### config.mk
export PLATFORM = sky130hd
export DESIGN_NAME = uart_tx_queue_reader
export DESIGN_NICKNAME = d
export VERILOG_FILES = /design/src/rtl/soc_mem_pkg.sv /design/src/rtl/uart_tx_queue_reader.sv
export SDC_FILE = /design/constraint.sdc
export NUM_CORES = 1
export LEC_CHECK = 0
export BUFFER_PORTS_ARGS = -buffer_cell sky130_fd_sc_hd__buf_2
export CAP_MARGIN = 0
export CORE_ASPECT_RATIO = 1.25
export CORE_MARGIN = 10
export CORE_UTILIZATION = 35
export DETAILED_ROUTE_END_ITERATION = 8
export GPL_ROUTABILITY_DRIVEN = 1
export HOLD_SLACK_MARGIN = 0.12
export PLACE_DENSITY = 0.68
export SLEW_MARGIN = 20
export SYNTH_ARGS = -nofsm -noshare
export SYNTH_HDL_FRONTEND = slang
export SYNTH_SLANG_ARGS = --single-unit
### constraint.sdc
create_clock -name clk -period 1.3 [get_ports clk]
set_input_delay 0.195 -clock clk [delete_from_list [all_inputs] [get_ports clk]]
set_output_delay 0.195 -clock clk [all_outputs]
set_load 0.05 [all_outputs]
### src/rtl/soc_mem_pkg.sv
/*
  Shared address map and widths for the data memory and the UART transmit queue.
  The transmit buffer must start on a 256-byte boundary, because the buffer
  index is taken straight from the low address bits.
  Queue indices are qidx_w bits wide and wrap modulo buf_depth.
*/
package soc_mem_pkg;

    // CPU bus widths
    localparam int addr_w = 32;
    localparam int data_w = 32;

    // One serial character
    localparam int byte_w = 8;

    // Queue index width and the buffer depth that follows from it
    localparam int qidx_w    = 8;
    localparam int buf_depth = 2 ** qidx_w;

    // Transmit buffer window, one byte per address
    localparam logic [addr_w-1:0] tx_buf_base = 32'hff00_0000;
    localparam logic [addr_w-1:0] tx_buf_last = 32'hff00_00ff;

    // Tail is written by the CPU to release bytes for sending
    localparam logic [addr_w-1:0] tx_tail_addr = 32'hff00_0100;

    // Head is advanced by hardware and is read-only for the CPU
    localparam logic [addr_w-1:0] tx_head_addr = 32'hff00_0101;

endpackage

### src/rtl/uart_tx_queue_reader.sv
/*
  Drains the transmit queue one byte at a time from head up to tail.
  The buffer read port has one cycle of latency, so tx_start follows the
  fetch by one cycle. Head advances when the serializer drops busy.
  A tail written past the head is not detected.
*/
module uart_tx_queue_reader
    import soc_mem_pkg::*;
(
    input  logic              clk,
    input  logic              rst,
    input  logic [qidx_w-1:0] tail,
    output logic [qidx_w-1:0] head,
    output logic [qidx_w-1:0] q_index,
    input  logic [byte_w-1:0] q_byte,
    output logic              tx_start,
    output logic [byte_w-1:0] tx_data,
    input  logic              busy
);

    typedef enum logic [1:0] {
        st_idle,
        st_fetch,
        st_send_wait
    } state_t;

    state_t state;
    logic   busy_seen;

    // The buffer is always addressed at the current head
    assign q_index = head;

    // q_byte holds the byte at head during the fetch cycle
    assign tx_start = (state == st_fetch);
    assign tx_data  = q_byte;

    always_ff @(posedge clk) begin
        if (rst) begin
            state     <= st_idle;
            head      <= '0;
            busy_seen <= 1'b0;
        end else begin
            case (state)
                st_idle: begin
                    if (head != tail) begin
                        state <= st_fetch;
                    end
                end
                st_fetch: begin
                    busy_seen <= 1'b0;
                    state     <= st_send_wait;
                end
                st_send_wait: begin
                    if (busy) begin
                        busy_seen <= 1'b1;
                    end else if (busy_seen) begin
                        // Frame done, head wraps modulo the buffer depth
                        head      <= head + 1'b1;
                        busy_seen <= 1'b0;
                        state     <= st_idle;
                    end
                end
                default: begin
                    state <= st_idle;
                end
            endcase
        end
    end

    assert property (@(posedge clk) disable iff (rst) tx_start |-> !busy);

endmodule

==> results_dict.tcl <==
set metrics [dict create \
    violations "setup timing" \
    synth_top_area_share_pct 28.0 \
    rsz0062_at_grt "yes" \
    finClkSkew_ns 0.000957 \
    cts.path.max_buffers 2 \
    peakVddDrop_v 0.000641 \
    hold_viol 0 \
    clock-sinks 11 \
    syn_to_final_growth_pct 52.0 \
    worstMarginPinSlew_ns 0.253 \
    drtPass1Iterations 4 \
    synthCells 92 \
    detail-route-antenna-nets 0 \
    htree_levels 1 \
    syn_area_sq_um 787 \
    antenna_cells 0 \
    core_area_sq_mm 0.00216 \
    timing_worst_setup_path_type "register to register" \
    nets 149 \
    synth_warnings 0 \
    grtUsageTotal_pct 8.97 \
    insertion_delay_ns 0.26 \
    whs_ns 0.214 \
    drv_cap 0 \
    grt_pass1_vias 715 \
    fin_util_pct 55.3 \
    netlist_top_cells_count "buf_4 (16), dfxtp_1 (11), xnor2_1 (9)" \
    grt-ovfl-total 0 \
    maxSlewHeadroom_pct 83.2 \
    vias_per_cell 4.66 \
    outcome "finished with violations" \
    die_w_microns 62.4 \
    clk_pin_slew_ns 0.06 \
    synth_edf_count 0 \
    globalplace.congestion 0.774 \
    report.final.slew_viol_count 0 \
    async_reset_ff_share_pct 0 \
    layout_setup_ws_ns -0.0388 \
    period_needed_ns 1.34 \
    grt_max_degree 14 \
    wire_per_inst_microns 13.8 \
    post-dp-hpwl_microns 1600 \
    synthTopCellsByArea "dfxtp_1 (28%), buf_4 (15%), xnor2_1 (10%)" \
    ff_latch_area_sq_um 258 \
    io_pins 44 \
    synth-seq-cells 11 \
    nFillCells 192 \
    multi_input_area_sq_um 567 \
    critPathLaunchType "register" \
    instances_no_fill 155 \
    fin_tns_setup_ns -0.0700 \
    io_buffers 27 \
    cts_tree "done" \
    synth_area_per_cell_sq_um 8.55 \
    drtIter0Drc 8 \
    setup_viol 3 \
    vias 723 \
    leakage_nw 0.542 \
    wl_microns 2140 \
    synth_fp_nets 116 \
    cts-root-buf "clkbuf_4" \
    start_util_pct 36.4 \
    cp-end-kind "register" \
    crit_fanout 4 \
    grt_pass1_wl_microns 3320 \
    period_share_pct 103 \
    dp_cells 146 \
    synth_largest_area_cell "dfxtp_1" \
    cp.arrival_ns 1.53 \
    worst_ep_required_time_ns 1.49 \
    timing.fmax_ghz 0.747 \
    cts_hold_buf 0 \
    layout-drive-gt1-share_pct 63.7 \
    antenna_found_initial 0 \
    ys_types 21 \
    cts_buffers 3 \
    hold_class "input port to register" \
    yosysMostFrequentCell "buf_4" \
    power.density_mw_per_mm2 1150 \
    synth_ff_type "dfxtp_1" \
    rows 19 \
    chipHeight_microns 73.0 \
    synth.yosys.seq_area_share_pct 28.0 \
    die_area_sq_mm 0.00456 \
    drc_errors 0 \
]
-- registers in the layout, indices dropped and copies added (netlist names) --
signal and flops:
head 8, state 2, busy_seen 1
-- where the power goes --
part           switching (mW)  leakage, nW  internal, mW
registers              0.0530       0.0968         0.371
clock network           0.105       0.0150         0.118
logic                   0.339        0.430         0.393
total                   0.497        0.542         0.882
-- placed cells by master, fill, tap and decap left out --
master,netlist,layout
dfxtp_4,0,10
and3b_2,0,1
o21ai_1,0,1
nor2_1,8,8
buf_8,0,1
or4_1,2,1
nand2_4,0,1
nand4b_1,2,2
buf_6,0,1
and3_1,2,2
buf_4,16,18
nand3_2,0,1
xor2_1,6,6
dfxtp_1,11,1
inv_4,0,1
clkbuf_1,1,1
clkbuf_4,0,3
or2b_4,0,2
ha_4,0,4
nand4_1,8,8
ha_1,5,1
a21oi_4,0,1
nand3_1,2,1
xnor2_2,0,6
nand2_1,4,3
xnor2_1,9,3
o21ai_0,2,1
nand2b_1,4,3
a21oi_1,3,2
buf_2,1,26
or4_4,0,1
nand2b_4,0,1
inv_6,0,1
mux2i_1,1,1
-- per-stage QoR --
step	area, sq um	total power, mW	worst slack [ns]
4_1_cts	1070	1.19	-0.0124
3_3_place_gp	970	0.792	-0.0312
3_5_place_dp	970	0.801	-0.0920
2_1_floorplan	822	0.719	-0.0224
6_report	1200	1.38	-0.0388
5_1_grt	1200	1.48	-0.122
-- logic make-up (layout without fill, tap and decap cells) --
family / after synthesis / in the layout / synth area share (%)
DFF: 11 / 11 / 28.0
AOI/OAI and AO/OA: 5 / 5 / 3.18
buffers and inverters: 20 / 52 / 17.3
adders and majority gates: 5 / 5 / 7.95
muxes: 1 / 1 / 1.27
and+or+nand+nor: 35 / 35 / 25.6
xor gates and xnor gates: 15 / 15 / 16.7
-- layout make-up --
type / instances / share of cell area [%]
multi-input cells: 61 / 47.4
repair buffers: 46 / 24.4
flip-flops and latches: 11 / 21.5
well taps: 31 / 3.24
clock buffers: 4 / 2.20
inverters: 2 / 1.26
-- final timing paths --
kind                             endpoint  slack, ns      start  cells past startpoint
worst max-delay path             state[1]      -0.04   state[1]                      5
worst min-delay path            busy_seen       0.21       busy                      3
worst max register to register   state[1]      -0.04   state[1]                      5
worst min register to register  busy_seen       0.48  busy_seen                      2
-- worst max-delay path, cell delays in order, from the launching register on --
cell	delay (ns)
dfxtp_4	0.37
inv_4	0.07
ha_4	0.14
nand2_4	0.06
or4_1	0.53
nand4_1	0.11
-- routing by layer --
| layer | track usage, % | wire length [microns] | up-vias |
|---|---|---|---|
| li1 | - | - | 358 |
| met1 | 9.06 | 780 | 331 |
| met2 | 15.0 | 1130 | 28 |
| met3 | 4.15 | 167 | 6 |
| met4 | 5.47 | 70 | 0 |
| met5 | 0 | 0 | - |
-- what timing repair did --
action                                  in CTS  in global routing
buffers inserted                             2                  4
endpoints found under the setup margin      11                 11
gates resized for setup                     16                 20
pin swaps                                    6                 12
Note: power is estimated with default switching activity, not from simulation.
