**config.mk**
```make
export PLATFORM = sky130hd
export DESIGN_NAME = uart_tx_serializer
export DESIGN_NICKNAME = d
export VERILOG_FILES = /design/src/rtl/soc_mem_pkg.sv /design/src/rtl/uart_tx_serializer.sv
export SDC_FILE = /design/constraint.sdc
export NUM_CORES = 1
export LEC_CHECK = 0
export BUFFER_PORTS_ARGS = -buffer_cell sky130_fd_sc_hd__clkbuf_2
export CAP_MARGIN = 20
export CORE_MARGIN = 2
export CORE_UTILIZATION = 55
export CTS_CLUSTER_DIAMETER = 200
export DETAILED_ROUTE_END_ITERATION = 16
export MAX_ROUTING_LAYER = met4
export PLACE_DENSITY = 0.77
export SLEW_MARGIN = 20
export SYNTH_ARGS = -nofsm -noshare
export SYNTH_HDL_FRONTEND = slang
export SYNTH_SLANG_ARGS = --single-unit
```
**constraint.sdc**
```tcl
create_clock -name clk -period 1.9 [get_ports clk]
set_clock_uncertainty 0.05 [all_clocks]
set_input_delay 0.095 -clock clk [delete_from_list [all_inputs] [get_ports clk]]
set_output_delay 0.095 -clock clk [all_outputs]
set_load 0.005 [all_outputs]
```
**src/rtl/soc_mem_pkg.sv**
```systemverilog
/*
  Shared address map and widths for the data memory and the UART transmit queue.
  The transmit buffer must start on a 256-byte boundary, because the buffer
  index is taken straight from the low address bits.
  Queue indices are qidx_w bits wide and wrap modulo buf_depth.
*/
package soc_mem_pkg;

    // CPU bus widths
    localparam int addr_w = 32;
    localparam int data_w = 32;

    // One serial character
    localparam int byte_w = 8;

    // Queue index width and the buffer depth that follows from it
    localparam int qidx_w    = 8;
    localparam int buf_depth = 2 ** qidx_w;

    // Transmit buffer window, one byte per address
    localparam logic [addr_w-1:0] tx_buf_base = 32'hff00_0000;
    localparam logic [addr_w-1:0] tx_buf_last = 32'hff00_00ff;

    // Tail is written by the CPU to release bytes for sending
    localparam logic [addr_w-1:0] tx_tail_addr = 32'hff00_0100;

    // Head is advanced by hardware and is read-only for the CPU
    localparam logic [addr_w-1:0] tx_head_addr = 32'hff00_0101;

endpackage

```
**src/rtl/uart_tx_serializer.sv**
```systemverilog
/*
  8N1 transmitter with one start bit, eight data bits LSB first and one stop bit.
  A frame lasts exactly 10 * clks_per_bit cycles, and busy is high from the
  cycle after tx_start until the stop bit ends.
  tx_start is ignored while busy is high. clks_per_bit must be at least 1.
*/
module uart_tx_serializer
    import soc_mem_pkg::*;
#(
    parameter int clks_per_bit = 16
) (
    input  logic              clk,
    input  logic              rst,
    input  logic              tx_start,
    input  logic [byte_w-1:0] tx_data,
    output logic              busy,
    output logic              tx
);

    localparam int cnt_w   = (clks_per_bit > 1) ? $clog2(clks_per_bit) : 1;
    localparam int frame_w = byte_w + 2;

    logic [cnt_w-1:0]   baud_cnt;
    logic [3:0]         bit_cnt;
    logic [frame_w-2:0] frame;
    logic               bit_end;

    assign bit_end = (baud_cnt == cnt_w'(clks_per_bit - 1));

    // Holds the data and stop bits that follow the start bit with the next one in bit 0
    always_ff @(posedge clk) begin
        if (!busy && tx_start) begin
            frame <= {1'b1, tx_data};
        end else if (busy && bit_end) begin
            frame <= {1'b1, frame[frame_w-2:1]};
        end
    end

    always_ff @(posedge clk) begin
        if (rst) begin
            busy     <= 1'b0;
            tx       <= 1'b1;
            baud_cnt <= '0;
            bit_cnt  <= '0;
        end else if (!busy) begin
            if (tx_start) begin
                // Start bit goes out right away
                busy     <= 1'b1;
                tx       <= 1'b0;
                baud_cnt <= '0;
                bit_cnt  <= '0;
            end
        end else begin
            if (bit_end) begin
                baud_cnt <= '0;
                if (bit_cnt == 4'(frame_w - 1)) begin
                    busy <= 1'b0;
                    tx   <= 1'b1;
                end else begin
                    tx      <= frame[0];
                    bit_cnt <= bit_cnt + 1'b1;
                end
            end else begin
                baud_cnt <= baud_cnt + 1'b1;
            end
        end
    end

    // Line idles high between frames
    assert property (@(posedge clk) disable iff (rst) !busy |-> tx);

endmodule

```
==> results.py, run 1 <==
metrics = {
    "floorplanning": {
        "core_um2": 1690,
        "rows": 15,
        "die_width_um": 45.8,
        "dieArea_um2": 2100,
        "boundaryPins": 13,
        "dieHeight_um": 45.8,
        "initial_utilization_pct": 57.0,
    },
    "logic_synthesis": {
        "ys_ff_latch": 18,
        "synth_common_cells": "25 x nand2_1, 10 x dfxtp_1, 8 x edfxtp_1",
        "synth_compound_area_share_pct": 14.4,
        "yosysSeqAreaShare_pct": 45.8,
        "synthAdderAreaFrac_pct": 3.90,
        "ys.flop_type": "dfxtp_1",
        "synthSimpleGateAreaFrac_pct": 28.9,
        "syn_avg_cell_area_um2": 9.92,
        "ys_types": 37,
        "async_flop_share_pct": 0,
        "synth_area_leader_cell": "edfxtp_1",
        "synth-edff-count": 8,
        "yosys.cell_count.top_type": "nand2_1",
        "syn_area_um2": 962,
        "synth_nets": 111,
        "synthTopCellsByArea": "edfxtp_1 25%, dfxtp_1 21%, nand2_1 9.8%",
        "synth_top_family_by_area": "simple AND/OR/NAND/NOR gates",
        "yosysWarningCount": 0,
        "synthCells": 97,
        "yosys.area_share.xor_xnor_pct": 0,
        "synthMuxAreaShare_pct": 1.04,
        "synth_top_area_share_pct": 25.0,
    },
    "run_status": {
        "status": "complete, no violations",
    },
    "final_layout": {
        "drive_above_1_share_pct": 22.9,
        "utilization_pct": 61.0,
        "syn_to_final_growth_pct": 7.15,
        "nets": 124,
        "layout.cells.non_filler": 126,
        "insertedDiodeCount": 0,
        "final_area_um2": 1030,
        "nFillCells": 149,
    },
    "setup_path": {
        "start_kind": "flip-flop",
        "critPathKind": "flip-flop to flip-flop",
        "end_kind": "flip-flop",
        "required_ps": 1820,
        "cp.arrival_ps": 1510,
        "worstPathMaxFanout": 8,
    },
    "place": {
        "dp.final_hpwl_um": 1210,
        "place_area_um2": 1000,
        "gp_congestion": 0.852,
        "placedCellCount": 122,
        "io_buffers": 12,
    },
    "cts": {
        "cts_resized": 0,
        "clk_latency_ps": 290,
        "htree_num_levels": 1,
        "clkTransAtPathRegs_ps": 110,
        "cts_setup_buffers": 0,
        "clockRootBuffer": "clkbuf_4",
        "cts_buffers": 3,
        "clock-sinks": 18,
        "cts_hold_buf": 0,
        "tritoncts": "built",
        "ctsLongestPathBuffers": 2,
    },
    "worst_hold_path": {
        "hold_class": "input port to flip-flop",
    },
    "drt": {
        "remaining_drc_errors": 0,
        "drt_iter0_markers": 12,
        "first_pass_iters": 4,
        "viasPerCell": 5.82,
        "vias": 733,
        "routedWlPerCell_um": 13.1,
        "antenna_left": 0,
        "wl_um": 1650,
    },
    "global_routing": {
        "grt-ovfl-total": 0,
        "met3_usage_pct": 3.57,
        "grt_start_max_net_pins": 13,
        "antenna_found_initial": 0,
        "gr-usage-met1_pct": 25.4,
        "grt_pass1_wl_um": 2640,
        "top_usage_layer": "met1",
        "grtUsageTotal_pct": 18.5,
        "met2_usage_pct": 25.1,
        "grt_pass1_vias": 586,
    },
    "power": {
        "p_total_uw": 719,
        "power.leakage_nw": 0.422,
        "powerDensity_nw_per_um2": 697,
        "ir_drop_v": 0.000326,
    },
    "sta": {
        "tns_ps": 0,
        "hold_viol_final": 0,
        "slew_viol_final": 0,
        "clock.fmax_mhz": 629,
        "max_slew_margin_pct": 77.4,
        "min_period_ps": 1590,
        "min_period_over_period_pct": 83.7,
        "finalSetupViolations": 0,
        "tightest_slew_ps": 338,
        "rsz0062_at_grt": "no",
    },
    "job": {
        "cap_violations": 0,
    },
}
[metrics by stage]
stage | hold slack, ps | setup slack, ps
CTS | 2.58 | 310
global placement | 303 | 389
floorplan | 219 | 479
detailed placement | 306 | 326
finish | 3.99 | 309
global route | 7.09 | 159
[cells in the final DEF (no fill, tap or decap), drive strengths merged, types with 3 or more instances in the layout]
cell type   n
a21oi       5
clkbuf     15
dfxtp      10
edfxtp      8
ha          3
inv         3
nand2      25
nand2b      3
nor2        3
nor3b       3
o21ai       4
[final timing paths]
path                                  start  slack [ps]    endpoint  cells after the start
worst max-delay path            baud_cnt[0]         310    frame[4]                      3
worst min-delay path             tx_data[7]           4    frame[7]                      2
worst max register to register  baud_cnt[0]         310    frame[4]                      3
worst min register to register   bit_cnt[0]         470  bit_cnt[0]                      2
[kinds of logic (layout without fill, tap and decap cells)]
family,count (synthesis),after routing
muxes,1,1
buffers and inverters,8,20
and+or+nand+nor,50,50
adders and majority gates,3,3
AOI/OAI and AO/OA,17,17
DFF,18,18
[worst max-delay path, stage by stage, from the launching register on]
cell and delay (ps):
dfxtp_1 400, ha_1 290, nand4_2 200, nand2_1 330
[sequential cells by signal (all words and copies together) (netlist names)]
register and flops:
busy 1, tx 1, frame 8, bit_cnt 4, baud_cnt 4
[power by group]
group | leakage (nW) | internal (mW) | switching (mW)
clock network | 0.0154 | 0.0763 | 0.118
logic | 0.250 | 0.0367 | 0.0489
registers | 0.157 | 0.427 | 0.0122
total | 0.422 | 0.540 | 0.179
[layer usage]
layer | up-vias | part of all wire [%]
met2 | 22 | 43
met5 | - | 0
met3 | 2 | 3.9
met4 | 0 | 1.3
met1 | 334 | 52
li1 | 375 | -
[area by class of cell]
cell class,count,area (µm²),area share [%]
timing repair buffer,13,67.6,6.55
tap,17,21.3,2.06
clock inverter,1,3.75,0.364
clock buffer,3,22.5,2.18
multi-input combinational,71,464,45.0
inverter,3,11.3,1.09
sequential,18,440,42.7
Power figures use the tool's default switching activity.
==> inputs of run 2 (changes only) <==
Clock period 1.9 ns to 1.5 ns, I/O delays scaled along.
==> run 2 against run 1 <==
  * Total power up 30%
  * Register-to-register slack worse by 210 ps
  * Via count up 2.0%
  * Setup slack worse by 210 ps
  * Non-clock buffer count up 11
  * Global-route usage up 2.1 points
  * Die area unchanged
  * Critical path type unchanged
  * Largest cell class unchanged
==> results.py, run 2 (synthesized netlist as in run 1, its figures left out) <==
metrics = {
    "place": {
        "placedCellCount": 125,
        "io_buffers": 12,
        "gp_congestion": 0.816,
        "dp.final_hpwl_um": 1300,
    },
    "setup_path": {
        "start_kind": "flip-flop",
        "critPathKind": "flip-flop to flip-flop",
        "end_kind": "flip-flop",
        "required_ps": 1690,
        "cp.arrival_ps": 1590,
        "worstPathMaxFanout": 4,
        "r2r.worst_path.cells": 5,
    },
    "floorplanning": {
        "die_width_um": 45.8,
        "core_um2": 1690,
        "dieHeight_um": 45.8,
        "boundaryPins": 13,
        "rows": 15,
        "initial_utilization_pct": 57.0,
        "dieArea_um2": 2100,
    },
    "job": {
        "cap_violations": 0,
    },
    "power": {
        "ir_drop_v": 0.000625,
        "power.leakage_nw": 0.468,
        "powerDensity_nw_per_um2": 823,
    },
    "global_routing": {
        "grtUsageTotal_pct": 20.6,
        "grt_pass1_wl_um": 2880,
        "grt_start_max_net_pins": 13,
        "grt-ovfl-total": 0,
        "antenna_found_initial": 0,
        "grt_pass1_vias": 633,
    },
    "cts": {
        "cts_setup_buffers": 0,
        "clockRootBuffer": "clkbuf_4",
        "ctsLongestPathBuffers": 2,
        "clkTransAtPathRegs_ps": 100,
        "tritoncts": "built",
        "clock-sinks": 18,
        "clk_latency_ps": 310,
        "cts_buffers": 3,
        "htree_num_levels": 1,
    },
    "final_layout": {
        "insertedDiodeCount": 0,
        "drive_above_1_share_pct": 25.8,
        "nets": 135,
        "largest_reg_flops": 8,
        "syn_to_final_growth_pct": 18.3,
        "utilization_pct": 67.4,
        "nFillCells": 138,
        "reg_top3": "frame x8, baud_cnt x4, bit_cnt x4",
        "layout.cells.non_filler": 137,
        "final_cell_mix": "25 x nand2_1, 12 x clkbuf_2, 8 x dfxtp_1, 8 x edfxtp_1, 8 x dlygate4sd3_1",
        "final_common_cell": "nand2_1",
        "top_register": "frame",
    },
    "sta": {
        "tightest_slew_ps": 326,
        "slew_viol_final": 0,
        "finalSetupViolations": 0,
        "min_period_over_period_pct": 93.3,
        "min_period_ps": 1400,
        "tns_ps": 0,
        "hold_viol_final": 0,
        "clock.fmax_mhz": 714,
        "rsz0062_at_grt": "no",
        "max_slew_margin_pct": 78.2,
    },
    "run_status": {
        "status": "complete, no violations",
    },
    "drt": {
        "vias": 748,
        "first_pass_iters": 4,
        "drt_iter0_markers": 13,
        "remaining_drc_errors": 0,
        "routedWlPerCell_um": 12.9,
        "antenna_left": 0,
        "viasPerCell": 5.46,
        "wl_um": 1760,
    },
    "worst_hold_path": {
        "hold_depth": 2,
        "hold_class": "input port to flip-flop",
    },
}
[run 2: layout make-up]
class | instances | area [µm²] | share of cell area [%]
timing repair buffer | 24 | 170 | 14.9
inverter | 3 | 11.3 | 0.989
multi-input combinational | 71 | 467 | 41.0
clock inverter | 1 | 3.75 | 0.330
sequential | 18 | 443 | 38.9
tap | 17 | 21.3 | 1.87
clock buffer | 3 | 22.5 | 1.98
[run 2: metal layers]
metal	global-route usage [%]	up-vias	routed length, µm
met5	-	-	0
met2	29.9	12	783
met1	26.0	337	885
met3	8.33	3	77
met4	6.86	0	17
li1	-	396	-
[run 2: what timing repair did]
| action | 4_1_cts | 5_1_grt |
|---|---|---|
| endpoints found under the hold margin | 8 | 0 |
| setup endpoints to repair | 0 | 4 |
| hold buffers | 8 | 0 |
| gates resized for setup | 0 | 3 |
[run 2: report_power, final]
group / total [mW] / internal, mW / switching, mW / leakage, nW
registers: 0.558 / 0.541 / 0.0165 / 0.157
clock network: 0.252 / 0.0973 / 0.154 / 0.0154
logic: 0.128 / 0.0629 / 0.0648 / 0.295
[run 2: through the flow]
step                      worst slack, ps  hold slack (ps)  total power [mW]  cell area, µm²
after detailed placement             71.3              286             0.680            1030
after global routing                 9.80             25.5             0.982            1140
after global placement                133              284             0.675            1030
final                                99.9             25.7             0.937            1140
after CTS                            54.8             10.1             0.951            1130
after floorplan                      79.3              199             0.651             962
[run 2: final timing paths]
path	startpoint	endpoint	slack [ps]
max reg2reg	baud_cnt[1]	bit_cnt[0]	100
min reg2reg	baud_cnt[0]	baud_cnt[0]	450
max	baud_cnt[1]	bit_cnt[0]	100
min	rst	baud_cnt[2]	30
[run 2: worst max-delay path, cell delays in order (launching register included)]
cell,delay [ps]
dfxtp_1,390
ha_2,220
nand4_2,110
buf_4,170
a21oi_4,200
mux2i_1,200
==> inputs of run 3 (changes only) <==
Settings changed: PLACE_DENSITY 0.77 to 0.84, SETUP_SLACK_MARGIN from default to 0.2.
==> run 3 against run 2 <==
  * Wire length up 18%
  * Total power up 1.6%
  * Final area up 7.9%
  * Core utilization up 5.3 points
  * Setup slack better by 72 ps
  * Non-clock buffer count up 4
  * Combinational power up 9%
  * Clock-buffer cell count unchanged
  * First-iteration DRC count up 38%
  * Fmax up 5.4%
  * Worst hold slack better by 4.4 ps
  * Final cell count up 3.6%
==> results.py, run 3 (synthesized netlist as in run 1, its figures left out) <==
metrics = {
    "sta": {
        "rsz0062_at_grt": "yes",
        "min_period_over_period_pct": 88.6,
        "min_period_ps": 1330,
        "timing.hold.ws_ps": 30.1,
        "tightest_slew_ps": 261,
        "max_slew_margin_pct": 82.3,
        "hold_viol_final": 0,
        "slew_viol_final": 0,
        "finalSetupViolations": 0,
        "clock.fmax_mhz": 753,
        "tns_ps": 0,
    },
    "drt": {
        "wl_um": 2080,
        "viasPerCell": 5.77,
        "routedWlPerCell_um": 14.7,
        "drt_iter0_markers": 18,
        "first_pass_iters": 4,
        "antenna_left": 0,
        "remaining_drc_errors": 0,
        "vias": 820,
    },
    "setup_path": {
        "r2r.worst_path.cells": 5,
        "start_kind": "flip-flop",
        "worstPathMaxFanout": 4,
        "cp.arrival_ps": 1510,
        "slowest_delay_ps": 360,
        "cp_slowest_cell": "dfxtp_2",
        "required_ps": 1690,
        "end_kind": "flip-flop",
        "crit_chain": "inv_2, ha_4, and4b_2, a21oi_4, mux2i_1",
        "critPathKind": "flip-flop to flip-flop",
    },
    "floorplanning": {
        "initial_utilization_pct": 57.0,
        "core_um2": 1690,
        "boundaryPins": 13,
        "rows": 15,
        "die_width_um": 45.8,
        "dieArea_um2": 2100,
        "dieHeight_um": 45.8,
    },
    "worst_hold_path": {
        "hold_depth": 2,
        "hold_class": "input port to flip-flop",
    },
    "final_layout": {
        "final_cell_mix": "24 x nand2_1, 12 x clkbuf_2, 8 x edfxtp_1, 8 x dlygate4sd3_1, 8 x buf_4",
        "nFillCells": 120,
        "top_register": "frame",
        "largest_reg_flops": 8,
        "layout.cells.non_filler": 142,
        "syn_to_final_growth_pct": 27.7,
        "insertedDiodeCount": 0,
        "final_area_um2": 1230,
        "drive_above_1_share_pct": 34.4,
        "final_common_cell": "nand2_1",
        "reg_top3": "frame x8, baud_cnt x4, bit_cnt x4",
        "nets": 140,
    },
    "place": {
        "io_buffers": 12,
        "gp_congestion": 0.837,
        "placedCellCount": 122,
        "dp.final_hpwl_um": 1210,
        "place_area_um2": 1020,
    },
    "global_routing": {
        "antenna_found_initial": 0,
        "grt_pass1_wl_um": 3140,
        "grt-ovfl-total": 0,
        "grt_pass1_vias": 689,
        "grt_start_max_net_pins": 14,
        "grtUsageTotal_pct": 21.6,
    },
    "power": {
        "pwr-share-seq_pct": 58.8,
        "ir_drop_v": 0.000635,
        "power.leakage_nw": 0.502,
        "powerDensity_nw_per_um2": 775,
        "power_frac_comb_pct": 14.7,
        "swShare_pct": 25.8,
        "p_sw_uw": 246,
        "intPower_uw": 706,
        "p_clk_share_pct": 26.5,
    },
    "cts": {
        "clock-sinks": 18,
        "clockRootBuffer": "clkbuf_4",
        "htree_num_levels": 1,
        "clk_latency_ps": 300,
        "clkTransAtPathRegs_ps": 100,
        "cts_buffers": 3,
        "ctsLongestPathBuffers": 2,
        "tritoncts": "built",
    },
    "run_status": {
        "status": "complete, no violations",
    },
    "job": {
        "cap_violations": 0,
    },
}
-- run 3: cell count changes in the layout (fill, tap and decap cells not counted), moves of 2 or more --
cell	before	now
buf_4	4	8
dfxtp_4	0	3
dfxtp_1	8	4
ha_4	0	2
-- run 3: per-stage QoR --
step / util [%] / setup WS [ps] / power [mW]
final: 72.7 / 172 / 0.952
after global placement: 60.7 / 158 / 0.676
after global routing: 72.7 / 103 / 0.990
after CTS: 69.9 / 168 / 0.946
after detailed placement: 60.7 / 97.2 / 0.681
after floorplan: - / 231 / 0.655
-- run 3: power groups by stage --
stage / combinational, mW / clock (mW) / sequential, mW
6_report: 0.140 / 0.252 / 0.560
5_1_grt: 0.156 / 0.272 / 0.562
4_1_cts: 0.129 / 0.257 / 0.560
3_5_place_dp: 0.110 / 0 / 0.571
3_3_place_gp: 0.108 / 0 / 0.568
2_1_floorplan: 0.0934 / 0 / 0.562
-- run 3: area by class of cell --
type,instances,area [µm²],share of cell area [%]
repair buffers,28,200,16.3
clock inverters,1,3.75,0.305
multi-input cells,72,514,41.9
well taps,17,21.3,1.73
inverters,3,11.3,0.916
flip-flops and latches,18,455,37.1
clock buffers,3,22.5,1.83
-- run 3: routing by layer --
| metal | GRT usage [%] | routed length (µm) | vias to the layer above |
|---|---|---|---|
| met1 | 29.1 | 973 | 390 |
| met4 | 12.0 | 51 | 0 |
| met5 | - | 0 | - |
| li1 | - | - | 407 |
| met2 | 30.7 | 979 | 18 |
| met3 | 3.57 | 79 | 5 |
-- run 3: path summary, 6_finish.rpt --
kind	startpoint	to	slack, ps
max	bit_cnt[1]	bit_cnt[0]	170
min	rst	baud_cnt[2]	30
max reg2reg	bit_cnt[1]	bit_cnt[0]	170
min reg2reg	bit_cnt[0]	bit_cnt[0]	470
-- run 3: what timing repair did --
action / 4_1_cts / 5_1_grt
setup endpoints to repair: 13 / 4
endpoints found under the hold margin: 8 / 0
gates resized for setup: 12 / 2
setup buffers: 2 / 5
pin swaps: 1 / 3
hold buffers: 8 / 0
cloned: 0 / 1
-- run 3: critical path, delay by kind of cell, from the launching register on --
family | cells | cell delay (ps)
AOI/OAI and AO/OA | 1 | 190
buffers and inverters | 1 | 50
and+or+nand+nor | 1 | 260
DFF | 1 | 360
muxes | 1 | 200
adders and majority gates | 1 | 150
